File: src/source/soc_pkg.sv
package soc_pkg;

   // bus word width
   localparam int XLEN = 32;

   typedef logic [XLEN-1:0] word_t;
   // one uart character
   typedef logic [7:0] byte_t;

   // ram word address bits, 2048 words
   localparam int RAM_AW = 11;

   // exact-match peripheral registers
   localparam word_t ADDR_MTIME     = 32'h0002_0000;
   localparam word_t ADDR_MTIMECMP  = 32'h0002_0008;
   localparam word_t ADDR_UART_DATA = 32'h0002_1000;
   localparam word_t ADDR_UART_STAT = 32'h0002_1004;

   // clocks per serial bit
   localparam int BAUD_DIV = 8;
   localparam int BAUD_CW  = $clog2(BAUD_DIV);

   typedef logic [BAUD_CW-1:0] baud_cnt_t;

   // last cycle of a bit, and the cycle that lands mid start bit
   localparam baud_cnt_t BAUD_LAST = BAUD_CW'(BAUD_DIV - 1);
   localparam baud_cnt_t BAUD_HALF = BAUD_CW'(BAUD_DIV / 2 - 1);

   // data-side bus from the core
   typedef struct packed {
      word_t addr;
      word_t wdata;
      logic  we;
      logic  re;
   } bus_req_t;

   typedef enum logic [2:0] {
      REGION_RAM,
      REGION_MTIME,
      REGION_MTIMECMP,
      REGION_UART_DATA,
      REGION_UART_STAT,
      REGION_NONE
   } region_e;

   // shared by tx and rx machines
   typedef enum logic [1:0] {
      UART_IDLE,
      UART_START,
      UART_DATA,
      UART_STOP
   } uart_state_e;

   // tx_busy lands on bit 0 of the read word
   typedef struct packed {
      logic rx_pending;
      logic tx_busy;
   } uart_status_t;

endpackage

File: src/source/bus_decode.sv
`timescale 1ns/10ps

module bus_decode (
   input  logic                       clk,
   input  logic                       rst_n,
   input  soc_pkg::bus_req_t          bus_req,
   input  soc_pkg::word_t             ram_rdata,
   input  soc_pkg::word_t             mtime,
   input  soc_pkg::word_t             mtimecmp,
   input  soc_pkg::byte_t             rx_hold,
   input  soc_pkg::uart_status_t      uart_status,
   output logic [soc_pkg::RAM_AW-1:0] ram_addr,
   output logic                       ram_we,
   output logic                       mtime_we,
   output logic                       mtimecmp_we,
   output logic                       tx_wr,
   output logic                       data_rd,
   output soc_pkg::word_t             rdata
);

   soc_pkg::region_e region;
   // region and sampled word of the last read
   soc_pkg::region_e rd_region_q;
   soc_pkg::word_t   samp_d;
   soc_pkg::word_t   samp_q;
   // high for the one cycle after a read edge
   logic             rd_fresh_q;
   // keeps rdata steady between reads
   soc_pkg::word_t   hold_q;

   // zero upper half selects the ram aliased every 8 KiB
   always_comb
   begin
      if (bus_req.addr[31:16] == 16'h0000)
         region = soc_pkg::REGION_RAM;
      else if (bus_req.addr == soc_pkg::ADDR_MTIME)
         region = soc_pkg::REGION_MTIME;
      else if (bus_req.addr == soc_pkg::ADDR_MTIMECMP)
         region = soc_pkg::REGION_MTIMECMP;
      else if (bus_req.addr == soc_pkg::ADDR_UART_DATA)
         region = soc_pkg::REGION_UART_DATA;
      else if (bus_req.addr == soc_pkg::ADDR_UART_STAT)
         region = soc_pkg::REGION_UART_STAT;
      else
         region = soc_pkg::REGION_NONE;
   end

   // word address without the byte lanes
   assign ram_addr = bus_req.addr[soc_pkg::RAM_AW+1:2];

   // per-region strobes
   assign ram_we      = bus_req.we && (region == soc_pkg::REGION_RAM);
   assign mtime_we    = bus_req.we && (region == soc_pkg::REGION_MTIME);
   assign mtimecmp_we = bus_req.we && (region == soc_pkg::REGION_MTIMECMP);
   assign tx_wr       = bus_req.we && (region == soc_pkg::REGION_UART_DATA);
   assign data_rd     = bus_req.re && (region == soc_pkg::REGION_UART_DATA);

   // register values captured at the read edge
   always_comb
   begin
      case (region)
         soc_pkg::REGION_MTIME:     samp_d = mtime;
         soc_pkg::REGION_MTIMECMP:  samp_d = mtimecmp;
         soc_pkg::REGION_UART_DATA: samp_d = {{(soc_pkg::XLEN-8){1'b0}}, rx_hold};
         soc_pkg::REGION_UART_STAT: samp_d = {{(soc_pkg::XLEN-2){1'b0}}, uart_status};
         // ram word comes from the ram read stage
         // unmapped reads return zero
         default:                   samp_d = '0;
      endcase
   end

   always_ff @(posedge clk)
   begin
      if (!rst_n)
      begin
         rd_fresh_q  <= 1'b0;
         rd_region_q <= soc_pkg::REGION_NONE;
         hold_q      <= '0;
      end
      else
      begin
         rd_fresh_q <= bus_req.re;
         if (bus_req.re)
            rd_region_q <= region;
         // freeze whatever went out on the fresh cycle
         if (rd_fresh_q)
            hold_q <= rdata;
      end
   end

   // register word sampled at the read edge
   always_ff @(posedge clk)
   begin
      if (bus_req.re)
         samp_q <= samp_d;
   end

   // one cycle latency for all regions
   always_comb
   begin
      if (!rd_fresh_q)
         rdata = hold_q;
      else if (rd_region_q == soc_pkg::REGION_RAM)
         rdata = ram_rdata;
      else
         rdata = samp_q;
   end

   // core never issues both strobes
   a_we_re_excl: assert property (@(posedge clk) disable iff (!rst_n)
      !(bus_req.we && bus_req.re))
      else $error("we and re together");

endmodule

File: config.mk
export PLATFORM = sky130hd
export DESIGN_NAME = bus_decode
export DESIGN_NICKNAME = d
export VERILOG_FILES = /design/src/source/soc_pkg.sv /design/src/source/bus_decode.sv
export SDC_FILE = /design/constraint.sdc
export NUM_CORES = 1
export LEC_CHECK = 0
export ABC_AREA = 1
export BUFFER_PORTS_ARGS = -buffer_cell sky130_fd_sc_hd__buf_2
export CAP_MARGIN = 10
export CORE_MARGIN = 2
export CORE_UTILIZATION = 46
export DETAILED_ROUTE_END_ITERATION = 12
export HOLD_SLACK_MARGIN = 0.1
export PLACE_DENSITY_LB_ADDON = 0.25
export SETUP_SLACK_MARGIN = 0.02
export SYNTH_ARGS = -nofsm -noshare
export SYNTH_HDL_FRONTEND = slang
export SYNTH_SLANG_ARGS = --single-unit
export TNS_END_PERCENT = 10
File: constraint.sdc
create_clock -name clk -period 1.75 [get_ports clk]
set_clock_uncertainty 0.05 [all_clocks]
set_input_delay 0.0875 -clock clk [delete_from_list [all_inputs] [get_ports clk]]
set_output_delay 0.0875 -clock clk [all_outputs]
set_load 0.02 [all_outputs]
==> After elaboration in Yosys (flattened, before gate mapping) <==
Cells that the tools add are included.
{ "totals": {"register_bits": 68, "out_inout_bits": 48, "elab_cells": 28} }
{ "op_classes": {"eq_ne": 8, "n_reduce_logical": 8, "mux": 8} }
{ "ops": {"columns": ["op", "count"], "rows": [
  ["32-bit by 18-bit equality test with 1-bit output (second input constant)", 4],
  ["32-bit one-hot mux with 4 select lines", 1],
  ["32-bit 2-to-1 mux", 2],
  ["16-bit logical NOT", 1],
  ["3-bit 2-to-1 mux", 4],
  ["3-bit by 2-bit equality test with 1-bit output (second input constant)", 2],
  ["3-bit logical NOT", 2],
  ["1-bit logical AND", 5],
  ["3-bit by 1-bit equality test with 1-bit output (second input constant)", 1],
  ["3-bit equality test (second input constant)", 1],
  ["1-bit 2-to-1 mux", 1]
]} }

==> Longest topological paths before layout <==
{ "depth": {"word_depth": 8, "ltp_mapped": 11, "depth_no_buf": 11} }

==> Worst setup path before layout <==
OpenSTA, ideal clock, no wires.
{ "synth_path": {"path_kind": "register -> register", "startpoint": "reg rd_region_q[0]", "endpoint": "reg hold_q[0]", "n_path_buf": 1, "slack_ns": 0.257, "setup_time_ns": 0.061, "arrival_ns": 1.382, "stages_incl_launch_ff": 8, "cell_sequence": "dfxtp_1 > nor2_1 > nand2_1 > inv_2 > buf_2 > nand2_1 > a21oi_1 > and2_1"} }
{ "synth_via": {"elab_chain_cells": 3} }
{ "synth_lines": {"columns": ["element", "line", "text"], "rows": [
  ["from (decl)", "bus_decode.sv:23", "soc_pkg::region_e rd_region_q;"],
  ["from (signal assigned)", "bus_decode.sv:77", "rd_region_q <= soc_pkg::REGION_NONE;"],
  ["from (signal assigned)", "bus_decode.sv:84", "rd_region_q <= region;"],
  ["3-bit logical NOT", "bus_decode.sv:103", "else if (rd_region_q == soc_pkg::REGION_RAM)"],
  ["32-bit 2-to-1 mux", "bus_decode.sv:103", null],
  ["32-bit 2-to-1 mux", "bus_decode.sv:101", "if (!rd_fresh_q)"],
  ["net rdata[0]", "bus_decode.sv:18", "output soc_pkg::word_t rdata"],
  ["to (signal assigned)", "bus_decode.sv:87", "hold_q <= rdata;"],
  ["to (decl)", "bus_decode.sv:29", "soc_pkg::word_t hold_q;"]
]} }
The timed path passes the listed nets, and every way through them passes these cells.
A chain may end at the register's enable or synchronous reset.

==> Worst setup path in the final report <==
{ "layout_path": {"startpoint": "reg rd_region_q[1]", "endpoint": "out rdata[25]"} }
{ "layout_via": {"elab_chain_cells": 3} }
{ "layout_lines": {"columns": ["element", "line"], "rows": [
  ["3-bit logical NOT", "bus_decode.sv:103"],
  ["32-bit 2-to-1 mux", "bus_decode.sv:103"],
  ["32-bit 2-to-1 mux", "bus_decode.sv:101"],
  ["to (decl)", "bus_decode.sv:18"]
]} }
Every way passes these cells.

==> impl_metrics.csv <==
group,metric,value,unit
finish,multi_input_area,0.00165,mm^2
timing,maxSlewHeadroom,61.5,%
finish,nNetsFinal,858,
finish,area_delta_synth_final,69.0,%
timing,setup_viol,0,
timing,slew_viol_final,0,
critical_path,cp_cell_sequence,"nor2_2 -> nand2_2 -> clkinv_4 -> buf_8 -> nand2_1 -> a21oi_2 -> buf_6",
yosys,ys_warn_count,0,
clock_network,htreeDepth,3,
routing,drtIter0Drc,185,
timing,layout_min_cycle_time,1730,ps
global_route,grtUsageTotal,28.5,%
die,die_area,0.00826,mm^2
critical_path,crit_buf_inv,3,
yosys,avgSynthCellArea,8.47,um^2
placed_design,place.gp.congestion,0.787,
critical_path,cp.arrival,1600,ps
critical_path,r2r_slack,310,ps
yosys,yosys-top-cells-area,"edfxtp_1, dfxtp_1, a21oi_1",
routing,wl_per_cell,16.7,um
critical_path,cp.required,1610,ps
finish,utilization,80.5,%
placed_design,io_buffers,189,
yosys,netlist.area_leader.share,27.7,%
critical_path,max_stage_delay,320,ps
power,ir_drop,0.000328,V
yosys,synth.cell_area,0.00347,mm^2
yosys,syn_nets,584,
routing,drtPass1Iterations,6,
clock_network,numCtsBuffers,9,
placed_design,dp_hpwl,6920,um
yosys,synth.largest_area_cell,"edfxtp_1",
finish,drive_above_1_share,41.3,%
critical_path,worst-setup-path-type,"flop to primary output",
clock_network,root_buffer,"clkbuf_8",
yosys,synth-edff-count,32,
yosys,synth_cell_types,26,
critical_path,worst_setup_path_start_kind,"flop",
clock_network,cts_tree,"built",
power,pwr_density_cell,665,mW/mm^2
critical_path,cpMaxStageDelayCell,"dfxtp_2",
global_route,grt_pass1_vias,4172,
timing,fmax,577,MHz
routing,ant_nets,0,
global_route,grt_pass1_wl,18900,um
die,rows,31,
die,core,0.00729,mm^2
clock_network,cts_sinks,68,
finish,layout.cells.most_common_list,"buf_2, dlygate4sd3_1, nand2_1",
finish,n_fill_cell,472,
die,die_x,90.9,um
job,cap_violations,0,
routing,drcViolationCount,0,
global_route,overflow,0,
clock_network,clk_pin_slew,60,ps
hold_path,hold_class,"input pin to flop",
finish,seqCellArea,0.00168,mm^2
timing,rsz0062_at_grt,"true",
finish,n_antenna_cell,0,
clock_network,worstSkewPairLatency,340,ps
yosys,synth-async-reset-ratio,0,%
die,die_y,90.9,um
routing,drt_wl_total,13200,um
yosys,synthCells,410,
timing,hold_violations,0,
yosys,ys_ff_latch,68,
clock_network,cts_buffer_depth,2,
die,initial_core_util,47.6,%
die,io_pins,222,
global_route,grt_max_degree,36,
yosys,seq_area_frac_synth,48.4,%
power,leakage,2.69,nW
timing,timing_worst_slew_pin_value,578,ps
routing,vias,4179,
global_route,antenna_found_initial,0,
outcome,status,"complete, no violations",
timing,tns,0,ps
routing,avgViaCountPerCell,5.31,
yosys,synth-main-ff-cell,"dfxtp_1",
critical_path,crit_family,"buffers and inverters",
critical_path,cp_max_fo,12,
timing,timing.final.crit_share,99.1,%
finish,final_common_cell,"buf_2",
critical_path,endpoint_kind,"primary output",
## cell families (layout without fill, tap and decap cells)
logic type | after synthesis | count (layout) | share of synthesized area [%]
simple gates | 203 | 203 | 27.6
flops | 68 | 68 | 48.4
compound gates | 91 | 91 | 15.9
buf+inv | 48 | 326 | 8.07
## through the flow
| stage | hold slack [ps] | setup slack, ps | total power, mW | instances | area (um^2) |
|---|---|---|---|---|---|
| 2_1_floorplan | 131 | 257 | 2.11 | 410 | 3470 |
| 3_3_place_gp | 316 | 201 | 2.39 | 678 | 4430 |
| 3_5_place_dp | 319 | 230 | 2.40 | 678 | 4430 |
| 4_1_cts | 107 | 16.4 | 3.78 | 785 | 5610 |
| 5_1_grt | 108 | -45.6 | 4.05 | 787 | 5870 |
| 6_report | 111 | 16.4 | 3.91 | 787 | 5870 |
## cells in the mapped netlist (2+ instances only)
master     n
nor2_1    59
nand4_1    6
nand2_4    2
nand2_1   76
nor2_4     4
and2_1    32
nand3_1    9
buf_6      5
buf_2      9
dfxtp_1   36
clkbuf_1   7
a22o_1    17
nor2_2     4
buf_4     11
inv_6      2
nand2_2    6
a21oi_1   66
edfxtp_1  32
a22o_2     5
inv_1     13
nor3_1     4
## registers in the layout (all words and copies together) (netlist names)
| signal | flops |
|---|---|
| hold_q | 32 |
| samp_q | 32 |
| rd_region_q | 3 |
| rd_fresh_q | 1 |
## what timing repair did
action / 4_1_cts / 5_1_grt
hold endpoints to repair: 59 / 0
hold buffers: 91 / 0
endpoints found under the setup margin: 32 / 55
gates cloned: 0 / 1
setup buffers: 1 / 1
pin swaps: 0 / 13
gates resized for setup: 15 / 73
## where the power goes
group          internal (mW)  switching (mW)  total (mW)  leakage (nW)
clock network          0.727           0.561        1.29        0.0995
registers               1.75          0.0312        1.78         0.601
logic                  0.407           0.426       0.834          1.99
## path summary, 6_finish.rpt
| path | to | depth (start not counted) | start |
|---|---|---|---|
| max | rdata[25] | 7 | rd_region_q[1] |
| min reg2reg | rd_region_q[1] | 2 | rd_region_q[1] |
| min | hold_q[4] | 4 | ram_rdata[4] |
| max reg2reg | hold_q[31] | 7 | rd_region_q[1] |
## per-layer routing
layer  track usage [%]  share of wire [%]  up-vias  wire (um)
met1              30.1                 36     1960       4770
met2              53.8                 52      250       6860
li1                  -                  -     1912          -
met3              5.93                7.1       57        928
met4              13.4                4.5        0        598
met5                 0                  0        -          0
## cell type report
type / count / share of cell area (%)
clock buffer: 13 / 2.71
sequential: 68 / 28.7
timing repair buffer: 295 / 36.5
inverter: 16 / 1.32
multi-input combinational: 294 / 28.1
tap: 99 / 2.11
clock inverter: 2 / 0.597
## worst reg2reg max path: cells and delay by family (launching register included)
kind | cells | cell delay (ps)
and+or+nand+nor | 3 | 350
DFF | 1 | 320
AOI/OAI and AO/OA | 2 | 290
buffers and inverters | 2 | 330
Power figures use the tool's default switching activity.
