**src/source/soc_pkg.sv**
```systemverilog
package soc_pkg;

   // bus word width
   localparam int XLEN = 32;

   typedef logic [XLEN-1:0] word_t;
   // one uart character
   typedef logic [7:0] byte_t;

   // ram word address bits, 2048 words
   localparam int RAM_AW = 11;

   // exact-match peripheral registers
   localparam word_t ADDR_MTIME     = 32'h0002_0000;
   localparam word_t ADDR_MTIMECMP  = 32'h0002_0008;
   localparam word_t ADDR_UART_DATA = 32'h0002_1000;
   localparam word_t ADDR_UART_STAT = 32'h0002_1004;

   // clocks per serial bit
   localparam int BAUD_DIV = 8;
   localparam int BAUD_CW  = $clog2(BAUD_DIV);

   typedef logic [BAUD_CW-1:0] baud_cnt_t;

   // last cycle of a bit, and the cycle that lands mid start bit
   localparam baud_cnt_t BAUD_LAST = BAUD_CW'(BAUD_DIV - 1);
   localparam baud_cnt_t BAUD_HALF = BAUD_CW'(BAUD_DIV / 2 - 1);

   // data-side bus from the core
   typedef struct packed {
      word_t addr;
      word_t wdata;
      logic  we;
      logic  re;
   } bus_req_t;

   typedef enum logic [2:0] {
      REGION_RAM,
      REGION_MTIME,
      REGION_MTIMECMP,
      REGION_UART_DATA,
      REGION_UART_STAT,
      REGION_NONE
   } region_e;

   // shared by tx and rx machines
   typedef enum logic [1:0] {
      UART_IDLE,
      UART_START,
      UART_DATA,
      UART_STOP
   } uart_state_e;

   // tx_busy lands on bit 0 of the read word
   typedef struct packed {
      logic rx_pending;
      logic tx_busy;
   } uart_status_t;

endpackage

```
**src/source/uart_phy.sv**
```systemverilog
`timescale 1ns/10ps

module uart_phy (
   input  logic           clk,
   input  logic           rst_n,
   input  logic           tx_start,
   input  soc_pkg::byte_t tx_byte,
   input  logic           rxd,
   output logic           txd,
   output logic           tx_busy,
   output soc_pkg::byte_t rx_byte,
   output logic           rx_strobe
);

   // transmitter
   soc_pkg::uart_state_e tx_state;
   soc_pkg::baud_cnt_t   tx_cnt;
   logic [2:0]           tx_idx;
   soc_pkg::byte_t       tx_sh;

   // receiver
   soc_pkg::uart_state_e rx_state;
   soc_pkg::baud_cnt_t   rx_cnt;
   logic [2:0]           rx_idx;
   logic                 rxd_s1;
   logic                 rxd_s2;

   // busy until the stop bit has run out
   assign tx_busy = (tx_state != soc_pkg::UART_IDLE);

   always_ff @(posedge clk)
   begin
      if (!rst_n)
      begin
         tx_state <= soc_pkg::UART_IDLE;
         tx_cnt   <= '0;
         tx_idx   <= '0;
         txd      <= 1'b1;
      end
      else
      begin
         case (tx_state)
            soc_pkg::UART_IDLE:
            begin
               // start bit goes out right after the accept edge
               if (tx_start)
               begin
                  tx_state <= soc_pkg::UART_START;
                  tx_cnt   <= '0;
                  txd      <= 1'b0;
               end
            end
            soc_pkg::UART_START:
            begin
               if (tx_cnt == soc_pkg::BAUD_LAST)
               begin
                  tx_state <= soc_pkg::UART_DATA;
                  tx_cnt   <= '0;
                  tx_idx   <= '0;
                  // lsb first
                  txd      <= tx_sh[0];
               end
               else
                  tx_cnt <= tx_cnt + 1'b1;
            end
            soc_pkg::UART_DATA:
            begin
               if (tx_cnt == soc_pkg::BAUD_LAST)
               begin
                  tx_cnt <= '0;
                  if (tx_idx == 3'd7)
                  begin
                     tx_state <= soc_pkg::UART_STOP;
                     txd      <= 1'b1;
                  end
                  else
                  begin
                     tx_idx <= tx_idx + 1'b1;
                     txd    <= tx_sh[tx_idx + 1'b1];
                  end
               end
               else
                  tx_cnt <= tx_cnt + 1'b1;
            end
            default:
            begin
               // stop bit, line stays high
               if (tx_cnt == soc_pkg::BAUD_LAST)
                  tx_state <= soc_pkg::UART_IDLE;
               else
                  tx_cnt <= tx_cnt + 1'b1;
            end
         endcase
      end
   end

   // tx character, loaded once per frame
   always_ff @(posedge clk)
   begin
      if (tx_start && !tx_busy)
         tx_sh <= tx_byte;
   end

   // two-flop sync, idles high
   always_ff @(posedge clk)
   begin
      if (!rst_n)
      begin
         rxd_s1 <= 1'b1;
         rxd_s2 <= 1'b1;
      end
      else
      begin
         rxd_s1 <= rxd;
         rxd_s2 <= rxd_s1;
      end
   end

   always_ff @(posedge clk)
   begin
      if (!rst_n)
      begin
         rx_state  <= soc_pkg::UART_IDLE;
         rx_cnt    <= '0;
         rx_idx    <= '0;
         rx_strobe <= 1'b0;
      end
      else
      begin
         rx_strobe <= 1'b0;
         case (rx_state)
            soc_pkg::UART_IDLE:
            begin
               // falling edge of the start bit
               if (!rxd_s2)
               begin
                  rx_state <= soc_pkg::UART_START;
                  rx_cnt   <= '0;
               end
            end
            soc_pkg::UART_START:
            begin
               // recheck at mid start bit, glitches fall back to idle
               if (rx_cnt == soc_pkg::BAUD_HALF)
               begin
                  rx_cnt   <= '0;
                  rx_idx   <= '0;
                  rx_state <= rxd_s2 ? soc_pkg::UART_IDLE : soc_pkg::UART_DATA;
               end
               else
                  rx_cnt <= rx_cnt + 1'b1;
            end
            soc_pkg::UART_DATA:
            begin
               // one full bit later is mid data bit
               if (rx_cnt == soc_pkg::BAUD_LAST)
               begin
                  rx_cnt <= '0;
                  rx_idx <= rx_idx + 1'b1;
                  if (rx_idx == 3'd7)
                     rx_state <= soc_pkg::UART_STOP;
               end
               else
                  rx_cnt <= rx_cnt + 1'b1;
            end
            default:
            begin
               // framing error drops the byte
               if (rx_cnt == soc_pkg::BAUD_LAST)
               begin
                  rx_state  <= soc_pkg::UART_IDLE;
                  rx_strobe <= rxd_s2;
               end
               else
                  rx_cnt <= rx_cnt + 1'b1;
            end
         endcase
      end
   end

   // shift in from the top, lsb ends at bit 0
   always_ff @(posedge clk)
   begin
      if (rx_state == soc_pkg::UART_DATA && rx_cnt == soc_pkg::BAUD_LAST)
         rx_byte <= {rxd_s2, rx_byte[7:1]};
   end

   // register block must hold off starts while a frame is out
   a_no_start_busy: assert property (@(posedge clk) disable iff (!rst_n)
      tx_start |-> !tx_busy)
      else $error("tx_start while busy");

endmodule

```
**config.mk**
```make
export PLATFORM = sky130hd
export DESIGN_NAME = uart_phy
export DESIGN_NICKNAME = d
export VERILOG_FILES = /design/src/source/soc_pkg.sv /design/src/source/uart_phy.sv
export SDC_FILE = /design/constraint.sdc
export NUM_CORES = 1
export LEC_CHECK = 0
export BUFFER_PORTS_ARGS = -buffer_cell sky130_fd_sc_hd__buf_2
export CAP_MARGIN = 0
export CORE_MARGIN = 10
export CORE_UTILIZATION = 40
export DETAILED_ROUTE_END_ITERATION = 8
export GPL_TIMING_DRIVEN = 0
export SYNTH_ARGS = -nofsm -noshare
export SYNTH_HDL_FRONTEND = slang
export SYNTH_SLANG_ARGS = --single-unit
export TNS_END_PERCENT = 1
```
**constraint.sdc**
```tcl
create_clock -name clk -period 3.5 [get_ports clk]
set_input_delay 0.175 -clock clk [delete_from_list [all_inputs] [get_ports clk]]
set_output_delay 0.175 -clock clk [all_outputs]
set_load 0.01 [all_outputs]
```
Word level (Yosys, flattened, before mapping) --
Index checks and enable logic that the tools add are counted.
Storage, ports and cells: flip-flop bits (word level) 36, output and inout port bits 11, logic and storage cells 95
Operators by class: add/sub/neg operators 4, magnitude comparators 1, eq/ne operators 20, muxes and demuxes 36, bitwise logic cells 2, reduce and logical (&&, ||, !) cells 20
Operators by type and width (count):
- two-way mux 3 bit | 12
- two-way mux 2 bit | 11
- inequality test 2 bit (second input constant) | 9
- case mux 3 bit (2 select lines) | 3
- adder 3 x 1 -> 3 bit (second input constant) | 4
- == test 3 bit (second input constant) | 4
- case mux 2 bit (3 select lines) | 2
- AND reduction 5 bit | 2
- case mux 3 bit (3 select lines) | 1
- AND reduction 4 bit | 2
- nonzero test 2 bit | 4
- nonzero test 3 bit | 2
- two-way mux 1 bit | 5
- OR reduction 5 bit | 1
- == test 2 x 1 -> 1 bit (second input constant) | 2
- == test 2 bit (second input constant) | 2
- logical NOT 2 bit | 2
- less-than comparator 3 x 4 -> 1 bit (second input constant) | 1
- inequality test 4 x 1 -> 1 bit (second input constant) | 1
- AND reduction 2 bit | 2
- binary-select mux 1 bit (select 3 bit) | 1
- == test 3 x 2 -> 1 bit (second input constant) | 1
- inequality test 3 x 2 -> 1 bit (second input constant) | 1
- case mux 1 bit (3 select lines) | 1
- 5 further kinds | 7

Logic depth before layout (Yosys ltp) --
word-level depth 6, mapped depth 7, gate-level depth less buffers 6

Worst setup path before layout --
OpenSTA, ideal clock, no wires.
kind flip-flop to flip-flop, from register tx_idx[0], to register tx_state[0], setup time 70 ps, data arrival time 1692 ps, data required time 3430 ps, slack 1738 ps, cell stages (with the launch flop) 7, clock period less this slack 1762 ps, path through dfxtp_1 > ha_1 > ha_1 > nand2_1 > a221o_1 > or3_1 > a21boi_1
On the way: cells in the longest elaborated chain, start to end 3
RTL lines:
- start: declaration | line uart_phy.sv:18 | logic [2:0] tx_idx;
- start signal: assignment | line uart_phy.sv:78 | tx_idx <= tx_idx + 1'b1;
- == test 3 bit | line uart_phy.sv:71 | if (tx_idx == 3'd7)
- inequality test 2 bit (no line)
- AND reduction 5 bit (no line)
- end signal: assignment | line uart_phy.sv:57 | tx_state <= soc_pkg::UART_DATA;
- end signal: assignment | line uart_phy.sv:73 | tx_state <= soc_pkg::UART_STOP;
- end signal: assignment | line uart_phy.sv:89 | tx_state <= soc_pkg::UART_IDLE;
- end: declaration | line uart_phy.sv:16 | soc_pkg::uart_state_e tx_state;
Every way passes these cells. A chain may end at the register's enable or synchronous reset.

Worst setup path after layout --
Ends and elaborated chain as after synthesis.

==> metrics <==
Inserted Diodes=0; initial antenna violation count=0; Syn-to-layout area delta=14.91%; slowest CP cell=dfxtp_1; core box area=0.004115 mm2; status=finished, final reports clean; worst reg2reg path depth=6; drt total wl=between 3000 and 4000 um; RSZ-0062 raised after global routing=no; nets=between 200 and 250; Setup Fix Bufs, Post-CTS=0; WP depth=6; Max-slew headroom=a little under three fifths; routed len/inst=13.99 um; CP top delay family=compound AO/OA/AOI/OAI gates; cell taking the most area after synthesis=edfxtp_1; synthesized flop and latch total=36; CTS tree=done; vias=roughly 1200; DIE AREA=between 0.007 and 0.008 mm2; Max-Cap Viols=0; EDFF count, synth=16; worst slew pin tran=0.6571 ns; Syn Inst Count=155; Std-Cell Rows=23; share of layout cells above drive strength 1=between 20 and 25%; io pins=23; RePlAce Congestion=0.8251; Clock Latency Late Sink=0.29 ns; endpoints failing setup=0; cts hold-fix bufs=0; Critical Path Sink Type=flop; Sequential Area=880.8 um2; Final Hold Vio Count=0; clk sinks=36; Final ANT Viol Nets=0; IO buf count=21; cell area after synthesis=~0.0017 mm2; fraction of registers with async set/reset=0%; Final period util=between 50% and 60%; fin crit period=1.942 ns; Die Y=approximately 86 um; Pwr Density=approximately 570 mW/mm2; cts bufs inserted=5; All-Layer GR Usage=9.105%; critical path startpoint category=flop; clk root buf=clkbuf_8; Max IR drop VDD=~0.25 mV; post-synthesis average cell area=~11 um2; DPL Wire Length=~2500 um; Synth Net Count=185; final worst slack=around 1.6 ns; clk buf depth=2; WS Path Type=flop to flop; post-layout util=~49%; fill count=379; Hold WC Path Type=input port to flop; Max stage delay on crit path=roughly 0.47 ns; Finished Layout Cells=234; crit-path most repeated cell=ha_1; Iter 0 DRT Violations=70; first-pass GRT wire length=approximately 5500 um; Seq/Total Area, Yosys=50.47%; crit path max fanout=6; top_reg_cell synth=dfxtp_1; post-place setup slack=1.547 ns; vias in the first global route=approximately 1200; Arr. time, crit path=around 2.2 ns; clk slew on worst S/H paths=approximately 0.070 ns; DRC=0; Crit path required time=3.73 ns; Total Neg Setup Slack=0 ns; Yosys cell types=41; power after layout=between 1 and 1.5 mW; Synth Warn #=0; ranking of synthesized cells by area=edfxtp_1 (28%), dfxtp_1 (23%), ha_1 (13%); share of the synthesized area in the top cell type=between 20 and 30%; pin count of the biggest net entering global routing=12; first drt pass iteration count=4; fmax=between 0.5 and 0.6 GHz; Max Clock Skew=~0.005 ns; Pins Over Slew Limit=0; placed instance count=226; WP buf/inv=0; critical-path cell list=ha_1 -> ha_1 -> nand2_1 -> a221o_1 -> or3_1 -> a21boi_1; vias per cell=5.316; hold depth=1; LEAKAGE=a little over 0.8 nW; multi-input combinational cell area=between 800 and 900 um2; CTS H-tree lvls=2; Congestion Overflow GR=0; PostCTS Resize Cnt=0; Die Wd=86.06 um; starting density of the core=a little over two fifths
-- cells by family after synthesis --
family	count (synthesis)	share of synthesized area (%)
AO/OA/AOI/OAI	28	11.18
adder cells (fa/ha/maj)	18	12.90
buffers and inverters	13	3.513
flip-flops	36	50.47
multiplexers	7	5.520
AND/OR/NAND/NOR	53	16.42
-- placed cells by master (no fill, tap or decap), types with 3 or more instances in the layout --
cell,n
nand2b_1,3
mux2i_1,4
nor2_1,9
a22o_2,3
nand3b_1,4
nor2b_1,7
a21oi_1,3
edfxtp_1,16
ha_1,18
buf_2,22
dfxtp_1,20
nand2_1,13
o21ai_0,6
a22oi_1,4
clkbuf_8,6
nand3_1,6
inv_1,8
-- synthesized netlist by cell type, drive strengths merged, types with 2 or more instances --
cell type	number
a22o	3
a22oi	4
mux4	2
a211oi	2
o22ai	2
nand3b	4
nand2	13
nor2	9
a21boi	2
nand3	6
ha	18
edfxtp	16
a21oi	3
o21ai	7
mux2i	4
nor2b	7
nand2b	3
dfxtp	20
buf	3
clkbuf	2
inv	8
-- routing by layer --
metal	vias up	routed length [um]	part of all wire [%]	GRT usage (%)
met4	0	57	1.7	4.491
met2	16	1660	51	15.96
met5	-	0	0	0
met3	6	110	3.4	3.311
met1	605	1444	44	9.313
li1	617	-	-	-
-- worst register-to-register path, stage by stage, from the launching register on --
cell and delay, ns:
dfxtp_1 0.47, ha_1 0.20, ha_1 0.26, nand2_1 0.08, a221o_1 0.39, or3_1 0.35
a21boi_1 0.13
-- registers in the layout, summed over array words and instances, names as in the netlist --
signal	count
rx_byte	8
tx_sh	8
rx_cnt	3
rx_idx	3
tx_cnt	3
tx_idx	3
rx_state	2
tx_state	2
rx_strobe	1
rxd_s1	1
rxd_s2	1
txd	1
-- path summary, 6_finish.rpt --
| check | start | to | slack (ns) |
|---|---|---|---|
| setup / recovery | tx_idx[0]$_SDFFE_PN0P_ | tx_state[0]$_SDFFE_PN0P_ | 1.56 |
| hold / removal | tx_byte[0] | tx_sh[0]$_DFFE_PP_ | 0.06 |
| setup reg to reg | tx_idx[0]$_SDFFE_PN0P_ | tx_state[0]$_SDFFE_PN0P_ | 1.56 |
| hold reg to reg | rxd_s1$_SDFF_PN1_ | rxd_s2$_SDFF_PN1_ | 0.41 |
-- area by class of cell --
type / count / share of cell area [%]
Tap cell: 50 / 3.119
Clock buffer: 6 / 4.117
Clock inverter: 2 / 0.4991
Buffer: 5 / 1.560
Sequential cell: 36 / 43.92
Timing Repair Buffer: 21 / 5.240
Multi-Input combinational cell: 106 / 40.05
Inverter: 8 / 1.497
-- where the power goes --
group,switching (mW),total [mW],internal [mW]
Combinational,0.170,0.308,0.138
Sequential,0.0356,0.528,0.492
Clock,0.146,0.303,0.157
-- through the flow --
| stage | hold slack, ns | instance area [um2] |
|---|---|---|
| final | 0.05766 | 2006 |
| after floorplan | 0.2739 | 1745 |
| after detailed placement | 0.3537 | 1913 |
| after global routing | 0.04381 | 2006 |
| after CTS | 0.04658 | 2006 |
| after global placement | 0.3514 | 1913 |
Note: power is estimated with default switching activity, not from simulation.
