[src/source/soc_pkg.sv]
package soc_pkg;

   // bus word width
   localparam int XLEN = 32;

   typedef logic [XLEN-1:0] word_t;
   // one uart character
   typedef logic [7:0] byte_t;

   // ram word address bits, 2048 words
   localparam int RAM_AW = 11;

   // exact-match peripheral registers
   localparam word_t ADDR_MTIME     = 32'h0002_0000;
   localparam word_t ADDR_MTIMECMP  = 32'h0002_0008;
   localparam word_t ADDR_UART_DATA = 32'h0002_1000;
   localparam word_t ADDR_UART_STAT = 32'h0002_1004;

   // clocks per serial bit
   localparam int BAUD_DIV = 8;
   localparam int BAUD_CW  = $clog2(BAUD_DIV);

   typedef logic [BAUD_CW-1:0] baud_cnt_t;

   // last cycle of a bit, and the cycle that lands mid start bit
   localparam baud_cnt_t BAUD_LAST = BAUD_CW'(BAUD_DIV - 1);
   localparam baud_cnt_t BAUD_HALF = BAUD_CW'(BAUD_DIV / 2 - 1);

   // data-side bus from the core
   typedef struct packed {
      word_t addr;
      word_t wdata;
      logic  we;
      logic  re;
   } bus_req_t;

   typedef enum logic [2:0] {
      REGION_RAM,
      REGION_MTIME,
      REGION_MTIMECMP,
      REGION_UART_DATA,
      REGION_UART_STAT,
      REGION_NONE
   } region_e;

   // shared by tx and rx machines
   typedef enum logic [1:0] {
      UART_IDLE,
      UART_START,
      UART_DATA,
      UART_STOP
   } uart_state_e;

   // tx_busy lands on bit 0 of the read word
   typedef struct packed {
      logic rx_pending;
      logic tx_busy;
   } uart_status_t;

endpackage

[src/source/uart_regs.sv]
`timescale 1ns/10ps

module uart_regs (
   input  logic                  clk,
   input  logic                  rst_n,
   input  logic                  tx_wr,
   input  soc_pkg::byte_t        tx_byte,
   input  logic                  data_rd,
   input  soc_pkg::byte_t        rx_byte,
   input  logic                  rx_strobe,
   input  logic                  tx_busy,
   input  logic                  meie,
   output logic                  tx_start,
   output soc_pkg::byte_t        rx_hold,
   output soc_pkg::uart_status_t uart_status,
   output logic                  ext_irq
);

   logic rx_pending;

   // writes while busy are lost
   assign tx_start = tx_wr && !tx_busy;

   // last received byte, a newer one overwrites
   always_ff @(posedge clk)
   begin
      if (rx_strobe)
         rx_hold <= rx_byte;
   end

   // strobe beats a same-cycle read
   always_ff @(posedge clk)
   begin
      if (!rst_n)
         rx_pending <= 1'b0;
      else if (rx_strobe)
         rx_pending <= 1'b1;
      else if (data_rd)
         rx_pending <= 1'b0;
   end

   assign uart_status.tx_busy    = tx_busy;
   assign uart_status.rx_pending = rx_pending;

   // pending masked by meie
   assign ext_irq = rx_pending && meie;

   // serializer loads this byte at the start edge
   a_tx_byte_known: assert property (@(posedge clk) disable iff (!rst_n)
      tx_start |-> !$isunknown(tx_byte))
      else $error("tx byte unknown at start");

endmodule

[config.mk]
export PLATFORM = sky130hd
export DESIGN_NAME = uart_regs
export DESIGN_NICKNAME = d
export VERILOG_FILES = /design/src/source/soc_pkg.sv /design/src/source/uart_regs.sv
export SDC_FILE = /design/constraint.sdc
export NUM_CORES = 1
export LEC_CHECK = 0
export ABC_AREA = 1
export ABC_CLOCK_PERIOD_IN_PS = 800
export BUFFER_PORTS_ARGS = -buffer_cell sky130_fd_sc_hd__buf_2
export CAP_MARGIN = 15
export CORE_AREA = 4 4 41 43
export CTS_CLUSTER_SIZE = 10
export DETAILED_ROUTE_END_ITERATION = 16
export DIE_AREA = 0 0 45 47
export PLACE_DENSITY = 0.69
export SETUP_SLACK_MARGIN = 0.15
export SLEW_MARGIN = 30
export SYNTH_ARGS = -nofsm -noshare
export SYNTH_HDL_FRONTEND = slang
export SYNTH_SLANG_ARGS = --single-unit
[constraint.sdc]
create_clock -name clk -period 0.8 [get_ports clk]
set_clock_uncertainty 0.05 [all_clocks]
set_input_delay 0 -clock clk [delete_from_list [all_inputs] [get_ports clk]]
set_output_delay 0 -clock clk [all_outputs]
set_load 0.02 [all_outputs]
# Yosys cells after proc, flatten, opt, wreduce, memory -nomap -nowiden
# Cells that the tools add are included.
word_totals:
  reg_bits: 9
  input_bits: 23
  word_cells: 8
classes:
  muxes: 2
  reduce_logical: 4
op_table:
  columns: ["cell", "n"]
  rows:
  - ["$logic_and A1 B1 Y1", 2]
  - ["$mux W1", 2]
  - ["$reduce_bool A2 Y1", 1]
  - ["$logic_not A1 Y1", 1]

# Logic depth before layout (Yosys ltp)
# Gate-level depths: netlist of the first run.
logic_depth:
  depth_word: 2
  ltp_mapped: 3
  mapped_depth_nobuf: 3

# Worst setup path after synthesis of the first run
# Ideal clock, no wire load.
synth_timing:
  kind: "register to register"
  start: "register, netlist name rx_pending"
  end: "register rx_pending"
  setup_time_ps: 66
  arrival_time_ps: 473
  required_ps: 684
  slack_ps: 211
  stages_incl_launch_ff: 3
  cell_sequence: "dfxtp_1 nand2_1 a21oi_2"
synth_rtl:
  columns: ["element", "line", "rtl"]
  rows:
  - ["to (signal assigned)", "uart_regs.sv:35", "rx_pending <= 1'b0;"]
  - ["to (signal assigned)", "uart_regs.sv:37", "rx_pending <= 1'b1;"]
  - ["to (signal assigned)", "uart_regs.sv:39", "rx_pending <= 1'b0;"]
  - ["to (decl)", "uart_regs.sv:19", "logic rx_pending;"]

# Worst setup path in the final report of the first run
layout_timing:
  start: "register rx_hold[0]"
  end: "output rx_hold[0]"
layout_rtl:
  columns: ["element", "line", "rtl"]
  rows:
  - ["from (decl)", "uart_regs.sv:14", "output soc_pkg::byte_t rx_hold,"]
  - ["from (signal assigned)", "uart_regs.sv:28", "rx_hold <= rx_byte;"]
# No word-level cell between the ends.

==> reports/qor.csv, run 1 <==
stage,metric,value,unit
outcome,outcome,finished with violations,
outcome,failing checks,"negative hold slack, negative setup slack",
die,full die area,2120,um^2
placement,Port Buffers,26,
global_route,antenna violations before repair,0,
pwr,Cell Pwr Density,2030,nW/um^2
finish,ant diodes,0,
finish,Area Growth Syn to Fin,71.3,%
pwr,Worst VDD drop,0.783,mV
drt,final antenna-violating net count,0,
synth,Avg Synthesized Cell Area,15.7,um^2
synth,xor and xnor area share after synthesis,0,%
timing,Tcrit/Tclk final,107,%
global_route,gr ovfl total,0,
placement,Detailed Place HPWL,532,um
cts,clk buf depth,2,
synth,adder-cell area share of the yosys netlist,0,%
cts,CTS tree,yes,
global_route,largest net degree at the start of global routing,10,
drt,Avg Vias per Cell,3.67,
worst_setup_path,critical path data arrival time,800,ps
die,row count,13,
die,Initial Util,24.1,%
timing,setup_tns,-273,ps
global_route,total track usage,6.97,%
timing,Final setup viols,10,
die,Die W,45,um
cts,htree depth,1,
timing,pin slew with the least headroom to its limit,185,ps
worst_setup_path,crit path kind,reg2out,
worst_setup_path,"Largest stage delay, worst path",400,ps
synth,#FFs+latches synth,9,
drt,DR DRC count,0,
synth,sequential share of the synthesized area,82.9,%
cts,clk sinks,9,
drt,DR vias,235,
cts,clk root buf,clkbuf_4,
timing,RSZ-0062 raised after global routing,true,
finish,# nets final,73,
global_route,vias in the first global route,208,
die,Ports,35,
drt,Iter 0 DRT Violations,0,
timing,Final Hold Fails,9,
worst_setup_path,R2R Setup Slk,180,ps
worst_setup_path,kind of cell adding the most delay to the critical path,flip-flops,
worst_setup_path,critical path required time,750,ps
timing,Final Critical Period,854,ps
pwr,Leakage,0.261,nW
timing,PnR worst setup slack,-54.2,ps
finish,share of layout cells above drive strength 1,69.4,%
synth,synthesized area,314,um^2
timing,FMAX,1170,MHz
synth,"Distinct cells, synth",7,
worst_setup_path,crit end category,primary output,
synth,Cells after Synth,20,
finish,final core utilization,41.3,%
cts,CTS Hold Bufs,1,
worst_setup_path,Worst setup SP type,register,
synth,Synth Area in Simple Gates,3.59,%
synth,largest family of logic cells by synthesized area,buffers and inverters,
worst_setup_path,Worst Path Max Fanout,1,
drt,Pre-antenna DRT Iters,1,
synth,compound-gate portion of the synthesized area,2.79,%
cts,total CTS buffers,3,
placement,gpl congestion,0.655,
worst_hold_path,Hold WC Path Type,in2reg,
synth,Ys Warns,0,
placement,post-place instance area,448,um^2
finish,Post-Layout Cell Count,64,
die,die height,47,um
placement,dpl cells,59,
cts,Worst-Skew Late Latency,250,ps
worst_setup_path,worst path bufs/invs,1,
timing,fin. max-slew vios,0,
flow_run,max cap viols,0,
timing,final hold slack,-129,ps
global_route,first-pass GRT wire length,924,um
timing,Slew HR,87.6,%
worst_setup_path,critical path cell sequence,buf_6,
drt,drt total wl,654,um
drt,wire per inst,10.2,um
synth,Synth Net Count,43,
worst_setup_path,crit path max-delay cell type,edfxtp_1,
die,CORE AREA,1300,um^2
finish,finished layout cell area,538,um^2
cts,Post-CTS Setup Repair Bufs,0,
synth,mux cell area share after synthesis,0,%
cts,clk slew on worst S/H paths,60,ps
-- worst reg2reg max path: stages (launching register included) --
cell     delay [ps]
dfxtp_2         340
nand2_1          70
a21oi_2         100
-- per-stage QoR --
stage               total power, mW  hold WS (ps)  setup WS (ps)
global route                   1.15          -150          -96.2
detailed placement            0.722           128            184
CTS                            1.07          -141          -64.9
floorplan                     0.649          29.8            211
global placement              0.721           128            177
finish                         1.09          -129          -54.2
-- power by group --
group	internal (mW)	leakage, nW	switching, mW	total [mW]
clock network	0.191	0.0150	0.141	0.332
registers	0.553	0.0869	0.0178	0.571
logic	0.0950	0.159	0.0935	0.188
-- kinds of logic after synthesis --
group                  after synthesis
buffers and inverters                7
AOI/OAI and AO/OA                    1
and+or+nand+nor                      3
DFF                                  9
-- path summary, 6_finish.rpt --
path                                 start    endpoint  cells past startpoint
worst max-delay path            rx_hold[0]  rx_hold[0]                      1
worst min-delay path            rx_byte[7]  rx_hold[7]                      1
worst max register to register  rx_pending  rx_pending                      2
worst min register to register  rx_pending  rx_pending                      2
-- cells in the mapped netlist --
master    instances  area share, %
dfxtp_1           1            6.4
nand2_1           2            2.4
nor2_1            1            1.2
edfxtp_1          8             76
buf_4             2            4.8
a21oi_2           1            2.8
inv_1             5            6.0
-- registers in the layout, summed over array words and instances, names as in the netlist --
| register | cells |
|---|---|
| rx_hold | 8 |
| rx_pending | 1 |
-- layout make-up --
type	count	area, um^2
fillers	129	763
flip-flops and latches	9	262
clock buffers	4	26.3
repair buffers	27	190
multi-input cells	4	22.5
well taps	15	18.8
inverters	5	18.8
-- metal layers --
metal / share of wire, % / vias up / global-route usage, %
li1: - / 119 / -
met4: 0.92 / 0 / 5.26
met2: 30 / 27 / 6.50
met3: 30 / 2 / 8.05
met5: 0 / - / 0
met1: 39 / 87 / 8.06
-- timing repair --
action | in CTS | in global routing
setup endpoints to repair | 10 | 11
endpoints found under the hold margin | 9 | 9
gates resized for setup | 3 | 17
-- cell usage in the layout, fill, tap and decap left out, drive strengths merged --
master	instances
dlygate4sd3	1
nand2	2
inv	5
buf	26
edfxtp	8
dfxtp	1
clkbuf	4
a21oi	1
nor2	1
Power figures use the tool's default switching activity.
==> run 2: changes to the inputs <==
--- a/constraint.sdc
+++ b/constraint.sdc
@@ -3,3 +3,3 @@
 set_input_delay 0 -clock clk [delete_from_list [all_inputs] [get_ports clk]]
 set_output_delay 0 -clock clk [all_outputs]
-set_load 0.02 [all_outputs]
+set_load 0.01 [all_outputs]
==> reports/qor.csv, run 2 (synthesis gave the netlist of run 1 again) <==
stage,metric,value,unit
outcome,outcome,finished with violations,
outcome,failing checks,"negative hold slack, negative setup slack",
finish,most frequent cells in the layout,"buf_2 (25), edfxtp_1 (8), inv_1 (3), clkbuf_4 (3), inv_2 (2)",
finish,Post-Layout Cell Count,64,
cts,htree depth,1,
global_route,first-pass GRT wire length,910,um
drt,drt total wl,655,um
worst_setup_path,"Largest stage delay, worst path",380,ps
worst_setup_path,Worst Path Max Fanout,1,
finish,Area Growth Syn to Fin,57.4,%
worst_setup_path,critical path cell sequence,buf_2,
drt,Avg Vias per Cell,3.67,
cts,clk root buf,clkbuf_4,
placement,Detailed Place HPWL,532,um
drt,final antenna-violating net count,0,
die,CORE AREA,1300,um^2
worst_setup_path,crit end category,primary output,
global_route,antenna violations before repair,0,
cts,CTS Hold Bufs,1,
worst_hold_path,Hold WC Path Type,in2reg,
cts,CTS tree,yes,
finish,Top reg by flops,rx_hold,
die,full die area,2120,um^2
placement,dpl cells,59,
timing,fin. max-slew vios,0,
drt,DR vias,235,
placement,gpl congestion,0.655,
timing,Final Critical Period,829,ps
pwr,switching share of total power,20.9,%
flow_run,max cap viols,0,
finish,"most common cell after layout, fill and taps aside",buf_2,
pwr,Comb pwr share,12.2,%
timing,Final setup viols,4,
timing,Final Hold Fails,9,
cts,total CTS buffers,3,
die,Initial Util,24.1,%
timing,pin slew with the least headroom to its limit,185,ps
finish,share of layout cells above drive strength 1,69.4,%
finish,number of flip-flops in the largest register,8,
pwr,Cell Pwr Density,2060,nW/um^2
worst_setup_path,worst path bufs/invs,1,
global_route,total track usage,6.89,%
worst_setup_path,Worst setup SP type,register,
drt,DR DRC count,0,
die,row count,13,
pwr,P_sw,213,uW
cts,Post-CTS Setup Repair Bufs,0,
cts,clk buf depth,2,
cts,Worst-Skew Late Latency,250,ps
worst_setup_path,critical path required time,750,ps
worst_setup_path,crit path max-delay cell type,edfxtp_1,
cts,clk sinks,9,
pwr,total power,1.02,mW
worst_setup_path,critical path data arrival time,780,ps
pwr,Clock Power Share,32.6,%
timing,FMAX,1210,MHz
placement,pre-CTS WS,184,ps
global_route,gr ovfl total,0,
pwr,Reg power frac,55.3,%
timing,PnR worst setup slack,-29.0,ps
pwr,cell internal pwr,806,uW
finish,Largest regs,"rx_hold (8), rx_pending (1)",
worst_setup_path,crit path kind,reg2out,
timing,Tcrit/Tclk final,104,%
pwr,Leakage,0.246,nW
finish,ant diodes,0,
cts,clk slew on worst S/H paths,60,ps
die,Ports,35,
placement,post-place instance area,448,um^2
drt,Pre-antenna DRT Iters,1,
worst_setup_path,kind of cell adding the most delay to the critical path,flip-flops,
pwr,Worst VDD drop,0.755,mV
timing,final hold slack,-129,ps
global_route,largest net degree at the start of global routing,10,
die,die height,47,um
die,Die W,45,um
timing,RSZ-0062 raised after global routing,true,
timing,Slew HR,87.6,%
drt,Iter 0 DRT Violations,0,
finish,finished layout cell area,494,um^2
drt,wire per inst,10.2,um
placement,Port Buffers,26,
global_route,vias in the first global route,202,
finish,# nets final,73,
## run 2: per-stage QoR
step / setup TNS (ps) / util [%]
final: -99.0 / 38.0
after global routing: -475 / 38.0
after CTS: -238 / 37.3
after detailed placement: 0 / 34.4
after global placement: 0 / 34.4
after floorplan: 0 / -
## run 2: path summary, 6_finish.rpt
check	to	slack, ps	depth (start not counted)	startpoint
max	rx_hold[0]	-30	1	rx_hold[0]
min	rx_hold[7]	-130	1	rx_byte[7]
max reg2reg	rx_pending	180	2	rx_pending
min reg2reg	rx_pending	430	2	rx_pending
## run 2: per-layer routing
metal | vias to the layer above | global-route usage (%) | wire length [um]
li1 | 119 | - | -
met1 | 87 | 7.82 | 259
met2 | 27 | 6.50 | 181
met3 | 2 | 8.05 | 208
met4 | 0 | 5.26 | 6
met5 | - | 0 | 0
## run 2: power by group through the flow
stage          combinational, mW  clock [mW]  sequential [mW]
2_1_floorplan             0.0252           0            0.590
3_3_place_gp               0.116           0            0.572
3_5_place_dp               0.116           0            0.573
4_1_cts                    0.120       0.349            0.564
5_1_grt                    0.136       0.377            0.566
6_report                   0.124       0.332            0.563
## run 2: timing repair
action	CTS	global route
hold endpoints to repair	9	9
resized for setup	1	4
endpoints found under the setup margin	10	11
## run 2: area by class of cell
type / count / area (um^2)
multi-input combinational: 4 / 22.5
sequential: 9 / 262
tap: 15 / 18.8
timing repair buffer: 27 / 146
clock buffer: 4 / 26.3
inverter: 5 / 18.8
fill: 132 / 807
