`config.mk`:
```
export PLATFORM = sky130hd
export DESIGN_NAME = timer_lic
export DESIGN_NICKNAME = d
export VERILOG_FILES = /design/src/source/soc_pkg.sv /design/src/source/timer_lic.sv
export SDC_FILE = /design/constraint.sdc
export NUM_CORES = 1
export LEC_CHECK = 0
export BUFFER_PORTS_ARGS = -buffer_cell sky130_fd_sc_hd__buf_2
export CORE_MARGIN = 5
export CORE_UTILIZATION = 47
export CTS_BUF_LIST = sky130_fd_sc_hd__clkbuf_16
export DETAILED_ROUTE_END_ITERATION = 6
export GPL_TIMING_DRIVEN = 0
export PLACE_DENSITY = 0.76
export SLEW_MARGIN = 20
export SYNTH_ARGS = -nofsm -noshare
export SYNTH_HDL_FRONTEND = slang
export SYNTH_SLANG_ARGS = --single-unit
```
`constraint.sdc`:
```
create_clock -name clk -period 1.9 [get_ports clk]
set_input_delay 0.19 -clock clk [delete_from_list [all_inputs] [get_ports clk]]
set_output_delay 0.19 -clock clk [all_outputs]
set_load 0.005 [all_outputs]
```
`src/source/soc_pkg.sv`:
```
package soc_pkg;

   // bus word width
   localparam int XLEN = 32;

   typedef logic [XLEN-1:0] word_t;
   // one uart character
   typedef logic [7:0] byte_t;

   // ram word address bits, 2048 words
   localparam int RAM_AW = 11;

   // exact-match peripheral registers
   localparam word_t ADDR_MTIME     = 32'h0002_0000;
   localparam word_t ADDR_MTIMECMP  = 32'h0002_0008;
   localparam word_t ADDR_UART_DATA = 32'h0002_1000;
   localparam word_t ADDR_UART_STAT = 32'h0002_1004;

   // clocks per serial bit
   localparam int BAUD_DIV = 8;
   localparam int BAUD_CW  = $clog2(BAUD_DIV);

   typedef logic [BAUD_CW-1:0] baud_cnt_t;

   // last cycle of a bit, and the cycle that lands mid start bit
   localparam baud_cnt_t BAUD_LAST = BAUD_CW'(BAUD_DIV - 1);
   localparam baud_cnt_t BAUD_HALF = BAUD_CW'(BAUD_DIV / 2 - 1);

   // data-side bus from the core
   typedef struct packed {
      word_t addr;
      word_t wdata;
      logic  we;
      logic  re;
   } bus_req_t;

   typedef enum logic [2:0] {
      REGION_RAM,
      REGION_MTIME,
      REGION_MTIMECMP,
      REGION_UART_DATA,
      REGION_UART_STAT,
      REGION_NONE
   } region_e;

   // shared by tx and rx machines
   typedef enum logic [1:0] {
      UART_IDLE,
      UART_START,
      UART_DATA,
      UART_STOP
   } uart_state_e;

   // tx_busy lands on bit 0 of the read word
   typedef struct packed {
      logic rx_pending;
      logic tx_busy;
   } uart_status_t;

endpackage

```
`src/source/timer_lic.sv`:
```
`timescale 1ns/10ps

module timer_lic (
   input  logic           clk,
   input  logic           rst_n,
   input  soc_pkg::word_t wdata,
   input  logic           mtime_we,
   input  logic           mtimecmp_we,
   input  logic           mtie,
   output soc_pkg::word_t mtime,
   output soc_pkg::word_t mtimecmp,
   output logic           tmr_irq
);

   logic cmp_hit;

   // unsigned compare
   assign cmp_hit = (mtime >= mtimecmp);

   // free-running counter
   // a bus write beats the increment
   always_ff @(posedge clk)
   begin
      if (!rst_n)
         mtime <= '0;
      else if (mtime_we)
         mtime <= wdata;
      else
         mtime <= mtime + 1'b1;
   end

   // all ones keeps the irq off after reset
   always_ff @(posedge clk)
   begin
      if (!rst_n)
         mtimecmp <= '1;
      else if (mtimecmp_we)
         mtimecmp <= wdata;
   end

   // irq one cycle behind the compare
   always_ff @(posedge clk)
   begin
      if (!rst_n)
         tmr_irq <= 1'b0;
      else
         tmr_irq <= cmp_hit && mtie;
   end

endmodule

```
* After elaboration in Yosys (flattened, before gate mapping) *
Index checks and enable logic that the tools add are counted.
W data, S select, Z words.

storage, ports and cells
  register bits after elaboration = 65
  input port bits = 37
  output and inout port bits = 65
  word-level logic and storage cells = 7

cells by class
  add/subtract/negate cells = 1
  magnitude comparators = 1
  muxes and demuxes = 1
  reduce and logical (&&, ||, !) cells = 1

operator list
  kind                     count
  $add A32 B1 Y32 const B  1
  $ge A32 B32 Y1           1
  $mux W32                 1
  $logic_and A1 B1 Y1      1

* Longest topological paths before layout *
Gate-level depths: netlist (run 1).

  depth after elaboration = 2
  mapped depth = 7
  depth with buffers taken out = 7

* Worst setup path before layout (run 1) *
No wires, ideal clock.

  path kind = reg2reg
  from = register mtime[0]
  to = register mtime[24]
  library setup time = 0.133 ns
  data arrival time = 1.747 ns
  data required time = 1.767 ns
  setup slack = 0.020 ns
  cell stages (with the launch flop) = 7
  buffers on the path = 0
  path through = dfxtp_1 > ha_1 > nand2_1 > or4_4 > nor4_2 > xnor2_1 > a21oi_1

on the way
  cells in the longest elaborated chain, start to end = 2

ends and longest elaborated chain
  what                    line             source
  from (decl)             timer_lic.sv:10  output soc_pkg::word_t mtime,
  from (signal assigned)  timer_lic.sv:27  mtime <= wdata;
  from (signal assigned)  timer_lic.sv:29  mtime <= mtime + 1'b1;
  $add A32 B1 Y32         timer_lic.sv:29
  $mux W32                timer_lic.sv:26  else if (mtime_we)

No other way between the ends.
A chain may end at the register's enable or synchronous reset.

* Final worst setup path (run 1) *
  from = register mtime[12]
  to = register mtime[31]

The elaborated chain is that of the path after synthesis.

==> results of run 1 <==
-- worst paths after layout --
kind,start,slack [ps],to
max,mtime[12],60,mtime[31]
min,wdata[19],90,mtimecmp[19]
max reg2reg,mtime[12],60,mtime[31]
min reg2reg,mtimecmp[19],500,mtimecmp[19]
-- worst max-delay path, stage by stage, from the launching register on --
cell and delay, ps:
sky130_fd_sc_hd__dfxtp_1 450, sky130_fd_sc_hd__and4_2 330, sky130_fd_sc_hd__and4_2 360, sky130_fd_sc_hd__nand4_1 170, sky130_fd_sc_hd__xnor2_1 180, sky130_fd_sc_hd__a31o_2 240
-- through the flow --
stage	hold WS, ps	power, mW
2_1_floorplan	316.2	1.862
3_3_place_gp	423.6	2.081
3_5_place_dp	427.7	2.102
4_1_cts	89.00	3.800
5_1_grt	100.6	3.961
6_report	91.77	3.805
-- sequential cells by signal, summed over array words and instances (netlist names) --
register  count
mtimecmp     32
mtime        32
tmr_irq       1
-- layout make-up --
| type | count | share of cell area, % |
|---|---|---|
| repair buffers | 105 | 11.60 |
| clock buffers | 9 | 4.834 |
| plain buffers | 21 | 1.692 |
| clock inverters | 7 | 1.692 |
| flip-flops and latches | 65 | 28.54 |
| multi-input cells | 297 | 45.92 |
| inverters | 38 | 3.061 |
| well taps | 99 | 2.658 |
-- report_power, final --
group	internal [mW]	switching [mW]	leakage, nW
combinational	0.245	0.291	1.57
sequential	1.46	0.106	0.546
clock	1.12	0.580	0.158
-- cell families (layout without fill, tap and decap cells) --
logic type,Yosys count,in the layout,synth area share [%]
and+or+nand+nor,131,131,19.70
AOI/OAI and AO/OA,102,102,18.51
DFF,65,65,36.33
buffers and inverters,60,180,6.287
adders and majority gates,33,33,11.53
xor gates and xnor gates,29,29,7.091
muxes,2,2,0.5589
-- layer usage --
layer  part of all wire (%)  GRT usage (%)
met5                      0              0
met4                    1.1          7.029
met3                    7.0          4.953
met2                     47          34.61
met1                     45          28.64
-- repair_timing --
action	4_1_cts	5_1_grt
buffers inserted	6	0
hold buffers	0	0
endpoints found under the setup margin	19	12
resized for setup	15	19
pin swaps	5	1
endpoints found under the hold margin	0	0
-- cells in the final DEF (no fill, tap or decap), types with 20 or more instances in the layout --
master | synthesis | layout
sky130_fd_sc_hd__nand2_1 | 55 | 54
sky130_fd_sc_hd__ha_1 | 33 | 32
sky130_fd_sc_hd__o211ai_1 | 31 | 31
sky130_fd_sc_hd__xnor2_1 | 20 | 20
sky130_fd_sc_hd__buf_2 | 0 | 99
sky130_fd_sc_hd__dfxtp_1 | 65 | 52
sky130_fd_sc_hd__a21oi_1 | 25 | 25
sky130_fd_sc_hd__clkbuf_1 | 22 | 21
sky130_fd_sc_hd__inv_1 | 38 | 41
sky130_fd_sc_hd__o21ai_0 | 28 | 27
==> results_dict.tcl, run 1 <==
set metrics [dict create \
    worst-slew-pin-transition_ps 551.2 \
    syn-instance-count 422 \
    dpl-instance-area_sq_mm 0.004202 \
    vias_per_cell 5.516 \
    outcome "complete, no violations" \
    post-route-min-period_ps 1838 \
    standby_leakage_power_nw 2.277 \
    reg2regPathDepth 5 \
    ys_seq_area_share_pct 36.33 \
    core_sq_mm 0.007331 \
    grt_start_max_net_pins 11 \
    antenna_cells_inserted 0 \
    cts_bufs_inserted 9 \
    die_w_um 97.30 \
    fin_setup_tns_ps 0 \
    wl_per_cell_um 16.12 \
    finalClockSkew_ps 7.295 \
    synthesis.nets 492 \
    worst-endpoint-required_ps 2120 \
    grt_pass1_vias 3460 \
    portBuffers 99 \
    detailroute.via_count 3536 \
    initial_util_pct 48.86 \
    setup.worst_path.end_class "register" \
    worstHoldPathCells 3 \
    layout_worst_path_cycle_share_pct 96.72 \
    setup_slack_ps 62.33 \
    utilization_pct 63.56 \
    dominantRegCellSynth "sky130_fd_sc_hd__dfxtp_1" \
    cts-root-to-sink-buffers 2 \
    clkSinkCount 65 \
    io-pin-count 102 \
    timing.final.max_slew_violations 0 \
    yosysTopAreaCellShare_pct 36.33 \
    worst_setup_hold_path_clk_slew_ps 60 \
    post_synth_instance_area_sq_mm 0.003582 \
    post-dp-hpwl_um 7720 \
    multiInputGateArea_sq_mm 0.002140 \
    placedCellCount 620 \
    top_post_synthesis_cells_by_count "sky130_fd_sc_hd__dfxtp_1 (65), sky130_fd_sc_hd__nand2_1 (55), sky130_fd_sc_hd__inv_1 (38), sky130_fd_sc_hd__ha_1 (33), sky130_fd_sc_hd__o211ai_1 (31)" \
    yosys_warnings 0 \
    arrival_ps 2060 \
    drive_above_1_share_pct 26.94 \
    tritoncts "done" \
    critical_path_class "reg -> reg" \
    fillers 604 \
    synthesis.area_per_instance_sq_um 8.489 \
    synth.most_common_cell "sky130_fd_sc_hd__dfxtp_1" \
    layout.cell_area.non_filler_sq_mm 0.004659 \
    clk-insertion-delay-late_ps 330 \
    worst_vdd_drop_uv 437.0 \
    first_pass_iters 5 \
    maxClockFrequency_mhz 544.2 \
    first_pass_grt_wire_length_um 16880 \
    post_synth_num_cell_types 37 \
    die-area_sq_mm 0.009467 \
    cts_root_buf "sky130_fd_sc_hd__clkbuf_16" \
    power_per_cell_area_mw_per_mm2 816.7 \
    die_height_um 97.30 \
    num-nets-final 607 \
    cap_viol_max_count 0 \
    hold_viol_final 0 \
    wl_um 10330 \
    relative_slew_slack_pct 63.25 \
    number_of_synthesized_register_bits 65 \
    routabilityCongestion 0.8843 \
    setup_viol 0 \
    hold_class "in -> reg" \
    placement_rows 31 \
    dp_worst_setup_slack_ps -348.6 \
    critical_path.startpoint_type "register" \
    synth.area.top_cells "sky130_fd_sc_hd__dfxtp_1 (36%), sky130_fd_sc_hd__ha_1 (12%), sky130_fd_sc_hd__o211ai_1 (6.5%)" \
    remaining_drc_errors 0 \
    synth_async_sr_flop_share_pct 0 \
    post_layout_nonfiller_instances 641 \
    drt-initial-drc-count 221 \
    rsz0062_at_grt "yes" \
    grt_util_all_layers_pct 21.56 \
    synth_edf_count 0 \
    grt_remaining_overflow 0 \
    htreeDepth 3 \
    post-synth-top-area-cell "sky130_fd_sc_hd__dfxtp_1" \
    syn2layout_area_growth_pct 30.07 \
    max_fanout_on_critical_path 8 \
    ant_nets 0 \
    combined_flip_flop_and_latch_cell_area_sq_mm 0.001330 \
    antenna_found_initial 0 \
]
(Power assumes the default switching activity.)
==> inputs of run 2 (changes only) <==
Settings changed: SETUP_SLACK_MARGIN from default to 0.1.
==> run 2 against run 1 <==
Hold slack got worse by 2.6 ps. Fmax grew 2.3%. Clock power is 5% higher. First-iteration DRC count decreased by 20%. Count of clock-buffer cells in the layout unchanged. Core utilization increased by 2.0 points. Critical path type unchanged. Critical endpoint is now mtime[24].
==> results_dict.tcl, run 2 (synthesis gave the netlist of run 1 again) <==
set metrics [dict create \
    maxClockFrequency_mhz 556.4 \
    layout.cell_area.non_filler_sq_mm 0.004806 \
    outcome "complete, no violations" \
    cap_viol_max_count 0 \
    grt_pass1_vias 3500 \
    dp_worst_setup_slack_ps -237.0 \
    placedCellCount 620 \
    die_height_um 97.30 \
    rr_startpoint "mtime[5]" \
    min-delay-start "wdata[16]" \
    tritoncts "done" \
    cts_bufs_inserted 9 \
    grt_remaining_overflow 0 \
    hold_ws_ps 89.19 \
    first_pass_iters 5 \
    setup_viol 0 \
    arrival_ps 2000 \
    cts_root_buf "sky130_fd_sc_hd__clkbuf_16" \
    layout_common_cells "sky130_fd_sc_hd__buf_2 (100), sky130_fd_sc_hd__nand2_1 (54), sky130_fd_sc_hd__dfxtp_1 (47)" \
    layout_commonest_cell "sky130_fd_sc_hd__buf_2" \
    post_layout_nonfiller_instances 651 \
    vias_per_cell 5.556 \
    grt_start_max_net_pins 13 \
    setup.worst_path.end_class "register" \
    grt_util_all_layers_pct 21.72 \
    antenna_cells_inserted 0 \
    relative_slew_slack_pct 65.08 \
    wl_um 10800 \
    routabilityCongestion 0.8924 \
    standard_cell_with_the_maximum_stage_delay_on_the_critical_path "sky130_fd_sc_hd__or4_4" \
    worst-endpoint-required_ps 2100 \
    detailroute.via_count 3617 \
    initial_util_pct 48.86 \
    layout_worst_path_cycle_share_pct 94.59 \
    first_pass_grt_wire_length_um 17170 \
    slowest_delay_ps 560 \
    flop2flop_setup_slack_ps 100 \
    max_fanout_on_critical_path 8 \
    worst_setup_hold_path_clk_slew_ps 60 \
    biggest_regs "mtime (32), mtimecmp (32), tmr_irq (1)" \
    worst-slew-pin-transition_ps 523.9 \
    cts-root-to-sink-buffers 2 \
    post-dp-hpwl_um 7771 \
    p_total_mw 3.906 \
    critical_path.startpoint_type "register" \
    hold_viol_final 0 \
    setup_slack_ps 102.8 \
    antenna_found_initial 0 \
    drt-initial-drc-count 177 \
    ant_nets 0 \
    clk-insertion-delay-late_ps 330 \
    io-pin-count 102 \
    standby_leakage_power_nw 2.354 \
    core_sq_mm 0.007331 \
    wl_per_cell_um 16.59 \
    rsz0062_at_grt "yes" \
    die-area_sq_mm 0.009467 \
    dpl-instance-area_sq_mm 0.004224 \
    hold_class "in -> reg" \
    crit_start "mtime[5]" \
    num-nets-final 617 \
    post-route-min-period_ps 1797 \
    remaining_drc_errors 0 \
    syn2layout_area_growth_pct 34.16 \
    die_w_um 97.30 \
    critical_path_class "reg -> reg" \
    placement_rows 31 \
    timing.final.max_slew_violations 0 \
    worst_vdd_drop_uv 550.3 \
    critical_path.cell_chain "nand3_4, or4_4, nor4_4, xnor2_1, a21oi_1" \
    drive_above_1_share_pct 30.62 \
    power_per_cell_area_mw_per_mm2 812.7 \
    portBuffers 99 \
    finalClockSkew_ps 7.374 \
    clkSinkCount 65 \
    htreeDepth 3 \
]
[run 2: changes by cell type in the layout (fill, tap and decap cells not counted), sizes merged]
cell,delta
inv,-3
clkinv,+2
clkinvlp,+1
buf,+10
[run 2: critical path, delay by kind of cell, from the launching register on]
kind / cells / cell delay, ps
flops: 1 / 400
compound gates: 1 / 90
xor+xnor: 1 / 150
simple gates: 3 / 1030
[run 2: path summary, 6_finish.rpt]
check             depth (start not counted)            to
setup / recovery                          5     mtime[24]
hold / removal                            3  mtimecmp[16]
setup reg to reg                          5     mtime[24]
hold reg to reg                           2  mtimecmp[10]
[run 2: per-layer routing]
metal / up-vias / track usage (%) / wire, um
met3: 18 / 5.025 / 787
met5: - / 0 / 0
met1: 1703 / 29.12 / 4630
met2: 148 / 34.82 / 5170
met4: 0 / 6.496 / 213
li1: 1748 / - / -
[run 2: area by class of cell]
class | instances | area [sq um]
Fill cell | 589 | 2525
Multi-Input combinational cell | 297 | 2171
Sequential cell | 65 | 1344
Timing Repair Buffer | 114 | 620.6
Clock buffer | 9 | 225.2
Inverter | 38 | 142.6
Tap cell | 99 | 123.9
Clock inverter | 7 | 95.09
Buffer | 22 | 83.83
[run 2: stage by stage]
step                      util (%)  setup TNS [ps]
after CTS                    63.92               0
after global placement       57.62          -684.3
after floorplan                  -               0
final                        65.56               0
after detailed placement     57.62          -943.3
after global routing         65.56               0
[run 2: power breakdown]
part / switching, mW / total [mW] / internal [mW]
sequential: 0.104 / 1.56 / 1.46
clock: 0.632 / 1.78 / 1.15
combinational: 0.306 / 0.565 / 0.259
total: 1.04 / 3.91 / 2.86
[run 2: repair_timing]
item                       4_1_cts  5_1_grt
pin swaps                        8       10
hold buffers                     0        0
setup endpoints to repair       20       16
gates resized for setup         23       23
buffers inserted                10        5
